## src/logic/rf_pkg.sv

```systemverilog
////////////////////
// Shared widths, depths and vector types of the register file block
////////////////////

`default_nettype none

package rf_pkg;

  // Register file geometry
  localparam int DataW    = 32;
  localparam int NumRegs  = 32;
  localparam int RegAddrW = $clog2(NumRegs);

  // Response path
  localparam int RspDepth = 4;
  localparam int RspPtrW  = $clog2(RspDepth);

  // Register index
  typedef logic [RegAddrW-1:0] reg_addr_t;

  // One register value
  typedef logic [DataW-1:0] reg_data_t;

  // FIFO fill level, 0 to RspDepth inclusive
  typedef logic [RspPtrW:0] rsp_cnt_t;

endpackage

`default_nettype wire

```

## src/logic/rf_port_if.sv

```systemverilog
////////////////////
// Register array access port
// Two combinational reads, one write
////////////////////

`default_nettype none

interface rf_port_if import rf_pkg::*; ();

  reg_addr_t raddr_a;
  reg_addr_t raddr_b;
  reg_data_t rdata_a;
  reg_data_t rdata_b;
  reg_addr_t waddr;
  reg_data_t wdata;
  logic      we;

  modport issuer (
    output raddr_a, raddr_b, waddr, wdata, we,
    input  rdata_a, rdata_b
  );

  modport regs (
    input  raddr_a, raddr_b, waddr, wdata, we,
    output rdata_a, rdata_b
  );

endinterface

`default_nettype wire

```

## src/logic/rf_rsp_if.sv

```systemverilog
////////////////////
// Read result handshake from the issuer into the response FIFO
////////////////////

`default_nettype none

interface rf_rsp_if import rf_pkg::*; ();

  logic      valid;
  logic      ready;
  reg_data_t data_a;
  reg_data_t data_b;

  // Producer side
  modport src (
    output valid, data_a, data_b,
    input  ready
  );

  // Buffer side, ready only while not full
  modport dst (
    input  valid, data_a, data_b,
    output ready
  );

endinterface

`default_nettype wire

```

## src/logic/rf_cmd_issue.sv

```systemverilog
////////////////////
// Command issuer
// Accepts commands, drives the write port, pushes read results
////////////////////

`default_nettype none

module rf_cmd_issue import rf_pkg::*; (
  input  logic      awake_i,

  // Command stream
  input  logic      cmd_valid_i,
  output logic      cmd_ready_o,
  input  logic      cmd_we_i,
  input  reg_addr_t cmd_waddr_i,
  input  reg_data_t cmd_wdata_i,
  input  reg_addr_t cmd_raddr_a_i,
  input  reg_addr_t cmd_raddr_b_i,

  // Register array and response path
  rf_port_if.issuer port,
  rf_rsp_if.src     rsp
);

  logic accept;
  logic is_read;

  assign is_read = ~cmd_we_i;

  /////////////////////
  // Acceptance
  /////////////////////

  // Writes never need a FIFO slot, reads do
  assign cmd_ready_o = awake_i & (cmd_we_i | rsp.ready);
  assign accept      = cmd_valid_i & cmd_ready_o;

  /////////////////////
  // Write port
  /////////////////////

  assign port.we    = accept & cmd_we_i;
  assign port.waddr = cmd_waddr_i;
  assign port.wdata = cmd_wdata_i;

  /////////////////////
  // Read and push
  /////////////////////

  assign port.raddr_a = cmd_raddr_a_i;
  assign port.raddr_b = cmd_raddr_b_i;

  // Read data is combinational, so the pair enters the FIFO this cycle
  assign rsp.valid  = accept & is_read;
  assign rsp.data_a = port.rdata_a;
  assign rsp.data_b = port.rdata_b;

endmodule

`default_nettype wire

```

## src/logic/rf_regs_ff.sv

```systemverilog
////////////////////
// Flip-flop register array
// Register 0 hardwired to zero
////////////////////

`default_nettype none

module rf_regs_ff import rf_pkg::*; (
  input  logic      clk_i,
  input  logic      rst_ni,
  input  logic      en_i,
  rf_port_if.regs   port
);

  reg_data_t          rf_reg [NumRegs];
  logic [NumRegs-1:1] we_dec;

  // Write decode, gated by the clock enable
  always_comb begin
    for (int i = 1; i < NumRegs; i++) begin
      we_dec[i] = en_i & port.we & (port.waddr == reg_addr_t'(i));
    end
  end

  // Not stored, writes to it fall away in the decode
  assign rf_reg[0] = '0;

  for (genvar i = 1; i < NumRegs; i++) begin : gen_regs
    always_ff @(posedge clk_i or negedge rst_ni) begin
      if (!rst_ni) begin
        rf_reg[i] <= '0;
      end else if (we_dec[i]) begin
        rf_reg[i] <= port.wdata;
      end
    end
  end

  // Combinational reads
  assign port.rdata_a = rf_reg[port.raddr_a];
  assign port.rdata_b = rf_reg[port.raddr_b];

endmodule

`default_nettype wire

```

## src/logic/rf_rsp_fifo.sv

```systemverilog
////////////////////
// Response FIFO
// Circular buffer of read-data pairs with in-order output
////////////////////

`default_nettype none

module rf_rsp_fifo import rf_pkg::*; (
  input  logic      clk_i,
  input  logic      rst_ni,

  // Push side
  rf_rsp_if.dst     rsp,

  // Pop side
  output logic      rsp_valid_o,
  input  logic      rsp_ready_i,
  output reg_data_t rsp_data_a_o,
  output reg_data_t rsp_data_b_o,

  output logic      pending_o
);

  reg_data_t          mem_a [RspDepth];
  reg_data_t          mem_b [RspDepth];
  logic [RspPtrW-1:0] wr_ptr_q;
  logic [RspPtrW-1:0] rd_ptr_q;
  rsp_cnt_t           cnt_q;
  logic               full;
  logic               empty;
  logic               push;
  logic               pop;

  assign full  = (cnt_q == rsp_cnt_t'(RspDepth));
  assign empty = (cnt_q == '0);

  // A full FIFO refuses a push even while it pops
  assign rsp.ready = ~full;
  assign push      = rsp.valid & rsp.ready;
  assign pop       = rsp_valid_o & rsp_ready_i;

  /////////////////////
  // Storage
  /////////////////////

  always_ff @(posedge clk_i) begin
    if (push) begin
      mem_a[wr_ptr_q] <= rsp.data_a;
      mem_b[wr_ptr_q] <= rsp.data_b;
    end
  end

  /////////////////////
  // Pointers and count
  /////////////////////

  always_ff @(posedge clk_i or negedge rst_ni) begin
    if (!rst_ni) begin
      wr_ptr_q <= '0;
      rd_ptr_q <= '0;
      cnt_q    <= '0;
    end else begin
      if (push) begin
        wr_ptr_q <= wr_ptr_q + 1'b1;
      end
      if (pop) begin
        rd_ptr_q <= rd_ptr_q + 1'b1;
      end
      case ({push, pop})
        2'b10:   cnt_q <= cnt_q + rsp_cnt_t'(1);
        2'b01:   cnt_q <= cnt_q - rsp_cnt_t'(1);
        default: cnt_q <= cnt_q;
      endcase
    end
  end

  // Head entry, visible the cycle after its push
  assign rsp_valid_o  = ~empty;
  assign rsp_data_a_o = mem_a[rd_ptr_q];
  assign rsp_data_b_o = mem_b[rd_ptr_q];
  assign pending_o    = ~empty;

endmodule

`default_nettype wire

```

## src/logic/rf_sleep_ctrl.sv

```systemverilog
////////////////////
// Wake and sleep control
// Fetch-enable latch, busy register and awake decision
////////////////////

`default_nettype none

module rf_sleep_ctrl (
  input  logic clk_i,
  input  logic rst_ni,
  input  logic fetch_enable_i,
  input  logic cmd_valid_i,
  input  logic rsp_pending_i,
  input  logic irq_i,
  input  logic debug_req_i,
  output logic awake_o
);

  logic fetch_en_q;
  logic busy_d;
  logic busy_q;

  // Work outstanding, either a new command or an undrained response
  assign busy_d = cmd_valid_i | rsp_pending_i;

  always_ff @(posedge clk_i or negedge rst_ni) begin
    if (!rst_ni) begin
      busy_q <= 1'b0;
    end else begin
      busy_q <= busy_d;
    end
  end

  // Sticky until reset
  always_ff @(posedge clk_i or negedge rst_ni) begin
    if (!rst_ni) begin
      fetch_en_q <= 1'b0;
    end else if (fetch_enable_i) begin
      fetch_en_q <= 1'b1;
    end
  end

  // Wake inputs act in the same cycle, busy one edge later
  assign awake_o = fetch_en_q & (busy_q | debug_req_i | irq_i);

endmodule

`default_nettype wire

```

## src/logic/rf_top.sv

```systemverilog
////////////////////
// Register file block top level
// Sleep control, command issuer, register array and response FIFO
////////////////////

`default_nettype none

module rf_top import rf_pkg::*; (
  input  logic      clk_i,
  input  logic      rst_ni,

  // Control
  input  logic      fetch_enable_i,
  input  logic      irq_i,
  input  logic      debug_req_i,
  output logic      core_sleep_o,

  // Command stream
  input  logic      cmd_valid_i,
  output logic      cmd_ready_o,
  input  logic      cmd_we_i,
  input  reg_addr_t cmd_waddr_i,
  input  reg_data_t cmd_wdata_i,
  input  reg_addr_t cmd_raddr_a_i,
  input  reg_addr_t cmd_raddr_b_i,

  // Response stream
  output logic      rsp_valid_o,
  input  logic      rsp_ready_i,
  output reg_data_t rsp_data_a_o,
  output reg_data_t rsp_data_b_o
);

  logic awake;
  logic rsp_pending;

  rf_port_if port_bus ();
  rf_rsp_if  rsp_bus ();

  /////////////////////
  // Sleep control
  /////////////////////

  rf_sleep_ctrl u_sleep_ctrl (
    .clk_i          (clk_i),
    .rst_ni         (rst_ni),
    .fetch_enable_i (fetch_enable_i),
    .cmd_valid_i    (cmd_valid_i),
    .rsp_pending_i  (rsp_pending),
    .irq_i          (irq_i),
    .debug_req_i    (debug_req_i),
    .awake_o        (awake)
  );

  assign core_sleep_o = ~awake;

  /////////////////////
  // Command issue
  /////////////////////

  rf_cmd_issue u_cmd_issue (
    .awake_i       (awake),
    .cmd_valid_i   (cmd_valid_i),
    .cmd_ready_o   (cmd_ready_o),
    .cmd_we_i      (cmd_we_i),
    .cmd_waddr_i   (cmd_waddr_i),
    .cmd_wdata_i   (cmd_wdata_i),
    .cmd_raddr_a_i (cmd_raddr_a_i),
    .cmd_raddr_b_i (cmd_raddr_b_i),
    .port          (port_bus),
    .rsp           (rsp_bus)
  );

  /////////////////////
  // Register array
  /////////////////////

  // Awake acts as the clock enable
  rf_regs_ff u_regs (
    .clk_i  (clk_i),
    .rst_ni (rst_ni),
    .en_i   (awake),
    .port   (port_bus)
  );

  /////////////////////
  // Response FIFO
  /////////////////////

  // Free running so responses drain during sleep
  rf_rsp_fifo u_rsp_fifo (
    .clk_i        (clk_i),
    .rst_ni       (rst_ni),
    .rsp          (rsp_bus),
    .rsp_valid_o  (rsp_valid_o),
    .rsp_ready_i  (rsp_ready_i),
    .rsp_data_a_o (rsp_data_a_o),
    .rsp_data_b_o (rsp_data_b_o),
    .pending_o    (rsp_pending)
  );

endmodule

`default_nettype wire

```

## config.mk

```make
export PLATFORM = sky130hd
export DESIGN_NAME = rf_top
export DESIGN_NICKNAME = d
export VERILOG_FILES = /design/src/logic/rf_pkg.sv /design/src/logic/rf_port_if.sv /design/src/logic/rf_rsp_if.sv /design/src/logic/rf_cmd_issue.sv /design/src/logic/rf_regs_ff.sv /design/src/logic/rf_rsp_fifo.sv /design/src/logic/rf_sleep_ctrl.sv /design/src/logic/rf_top.sv
export SDC_FILE = /design/constraint.sdc
export NUM_CORES = 2
export LEC_CHECK = 0
export BUFFER_PORTS_ARGS = -buffer_cell sky130_fd_sc_hd__buf_2
export CORE_AREA = 2 2 290 407
export DETAILED_ROUTE_END_ITERATION = 16
export DIE_AREA = 0 0 292 409
export PLACE_DENSITY = 0.72
export SYNTH_ARGS = -nofsm -noshare
export SYNTH_HDL_FRONTEND = slang
export SYNTH_SLANG_ARGS = --single-unit
```

## constraint.sdc

```tcl
create_clock -name clk_i -period 10.5 [get_ports clk_i]
set_clock_uncertainty 0.15 [all_clocks]
set_input_delay 3.15 -clock clk_i [delete_from_list [all_inputs] [get_ports clk_i]]
set_output_delay 3.15 -clock clk_i [all_outputs]
set_load 0.02 [all_outputs]
```

==> flow_metrics.py <==
metrics = {
    "clocking": {
        "cts_setup_buffers": 0,
        "cts_max_level": 3,
        "clkTransAtPathRegs_ns": 0.06,
        "ctsHoldBuffers": 0,
        "cts-root-buf": "clkbuf_16",
        "ctsResizeCount": 0,
        "cts_sinks": 1257,
        "cts_buffers": 120,
        "clk_latency_ns": 0.75,
        "cts_tree": "done",
        "clock_path_buffers": 3,
    },
    "grt": {
        "use_met1_pct": 38.7,
        "overflow": 0,
        "grt_max_degree": 159,
        "grt_pass1_wl_um": 265000,
        "grt_pass1_vias": 40000,
        "grtUsageTotal_pct": 30.4,
        "grt_util_met3_pct": 4.77,
        "antenna_found_initial": 10,
        "grtUsageMet2_pct": 50.3,
        "grt.busiest_layer": "met2",
    },
    "sta": {
        "worst_pin_slew_ns": 1.27,
        "holdWs_ns": 0.353,
        "min_period_ns": 7.52,
        "grt_setup_unrepaired": "no",
        "final_hold_viol_count": 0,
        "fmax_mhz": 133,
        "post-route-period-util_pct": 71.6,
        "tns_ns": 0,
        "slew_headroom_pct": 14.7,
        "timing.final.ws_setup_ns": 2.98,
        "finalMaxSlewViolations": 0,
        "setup_violations": 0,
    },
    "logic_synthesis": {
        "syn_avg_cell_area_um2": 15.9,
        "syn_inst": 3984,
        "synth_area_leaders": "dfrtp_1, mux2_2, mux4_2, edfxtp_1, mux2i_1",
        "synth_nets": 4045,
        "yosys_warnings": 0,
        "postSynth.asyncResetShare_pct": 79.6,
        "yosysTopAreaCellShare_pct": 39.7,
        "syn-cell-area_um2": 63200,
        "post-synth-top-area-cell": "dfrtp_1",
        "yosysSeqAreaShare_pct": 51.8,
        "ys_types": 42,
        "ys_ff_latch": 1257,
        "ys.flop_type": "dfrtp_1",
        "synth-edff-count": 256,
    },
    "final_layout": {
        "final_area_um2": 68700,
        "largest_register_ffs": 992,
        "final_cell_mix": "dfrtp_1, mux2_2, mux4_2, edfxtp_1, mux2i_1",
        "areaGrowthSynthToFinish_pct": 8.82,
        "nFillCells": 8712,
        "multiInputGateArea_um2": 28600,
        "layout.cells.most_common": "dfrtp_1",
        "drive_gt1_share_pct": 46.1,
        "final_cells": 5501,
        "regArea_um2": 32700,
        "layout.nets": 3959,
        "post-route-util_pct": 59.4,
    },
    "placed_design": {
        "port_buffers": 121,
        "place_area_um2": 64700,
        "dp_hpwl_um": 106000,
        "gp_congestion": 0.840,
        "dpl.cell_count": 5276,
        "place_worst_setup_slack_ns": 2.98,
    },
    "floorplanning": {
        "start_util_pct": 54.6,
        "dieArea_um2": 119000,
        "die_h_um": 409,
        "rows": 148,
        "die_x_um": 292,
        "io_pins": 122,
        "coreArea_um2": 116000,
    },
    "pwr": {
        "power_frac_clock_pct": 33.8,
        "power_report.internal_total_mw": 9.56,
        "p_total_mw": 13.3,
        "seq_power_share_pct": 46.3,
        "p_leak_nw": 29.4,
        "p_comb_share_pct": 19.9,
        "netSwitchingPower_mw": 3.74,
        "vdd_drop_max_mv": 0.175,
        "power_density_nw_per_um2": 193,
        "swShare_pct": 28.1,
    },
    "setup_path": {
        "critPathArrivalTime_ns": 4.22,
        "end_kind": "output port",
        "crit_required_ns": 7.20,
        "crit_fanout": 5,
        "worstSetupStartpointType": "primary input",
        "worstSetupPathType": "primary input to output port",
    },
    "outcome": {
        "outcome": "complete, no violations",
    },
    "routing": {
        "drc": 0,
        "drt_wl_total_um": 180000,
        "ant_nets": 0,
        "dr_total_vias": 37800,
        "drt_iter0_markers": 3218,
        "first_pass_iters": 8,
        "via_per_inst": 6.87,
        "wl_per_cell_um": 32.7,
    },
    "hold_path": {
        "hold_path.class": "flip-flop to flip-flop",
    },
    "run": {
        "maxCapViolations": 0,
    },
}
==> worst max-delay path, cell delays in order <==
cell     delay, ns
buf_2         0.09
or3_1         0.53
nand2_1       0.23
a31oi_1       0.05
buf_2         0.16
==> final cells by class <==
class,instances,area share [%]
antenna,2,0.00728
tap,1500,2.73
multi-input combinational,2299,41.6
clock buffer,153,4.78
clock inverter,70,1.10
inverter,11,0.0601
sequential,1257,47.6
timing repair buffer,209,2.08
==> Yosys cell counts, drive strengths merged, types with 2 or more instances <==
library cell and count:
xor2 3, ha 5, dfrtp 1001, clkbuf 213, inv 11, nand2 8
or3 3, nand2b 5, a211oi 64, mux2i 195, nand4b 3, nand3 3
mux4 448, buf 204, o31ai 64, edfxtp 256, nand4 2, mux2 1056
xnor2 3, nand3b 3, nor2b 6, o22ai 64, and2 71, o21ai 64
a22o 191, and3 2, nor2 31
==> final timing paths <==
path | cells after the start | slack [ns] | from | endpoint
max in group asynchronous | 3 | 6.02 | rst_ni | u_regs.rf_reg[594]$_DFFE_PN0P_
worst max-delay path | 5 | 2.98 | irq_i | cmd_ready_o
worst min-delay path | 1 | 0.35 | u_regs.rf_reg[330]$_DFFE_PN0P_ | u_regs.rf_reg[330]$_DFFE_PN0P_
worst min register to register | 1 | 0.35 | u_regs.rf_reg[330]$_DFFE_PN0P_ | u_regs.rf_reg[330]$_DFFE_PN0P_
worst max register to register | 5 | 7.11 | u_sleep_ctrl.busy_q$_DFF_PN0_ | u_regs.rf_reg[505]$_DFFE_PN0P_
min in group asynchronous | 1 | 2.26 | rst_ni | u_regs.rf_reg[353]$_DFFE_PN0P_
==> power groups by stage <==
stage	combinational [mW]	sequential [mW]	clock, mW
after floorplan	1.99	6.02	0
after global placement	2.61	6.18	0
after detailed placement	2.66	6.24	0
after CTS	2.67	6.14	4.55
after global routing	2.81	6.23	4.75
final	2.65	6.16	4.50
==> kinds of logic after synthesis <==
group,synth area share (%)
AND/OR/NAND/NOR,1.40
adder cells (fa/ha/maj),0.131
flip-flops,51.8
XOR/XNOR,0.0832
multiplexers,37.9
AO/OA/AOI/OAI,5.36
buffers and inverters,3.32
==> routing by layer <==
| layer | vias up | wire [um] |
|---|---|---|
| met2 | 1468 | 88600 |
| met5 | - | 66 |
| met1 | 20500 | 69700 |
| met3 | 473 | 11400 |
| met4 | 10 | 10200 |
| li1 | 15400 | - |
No activity file was read; power rests on OpenSTA's default activity.
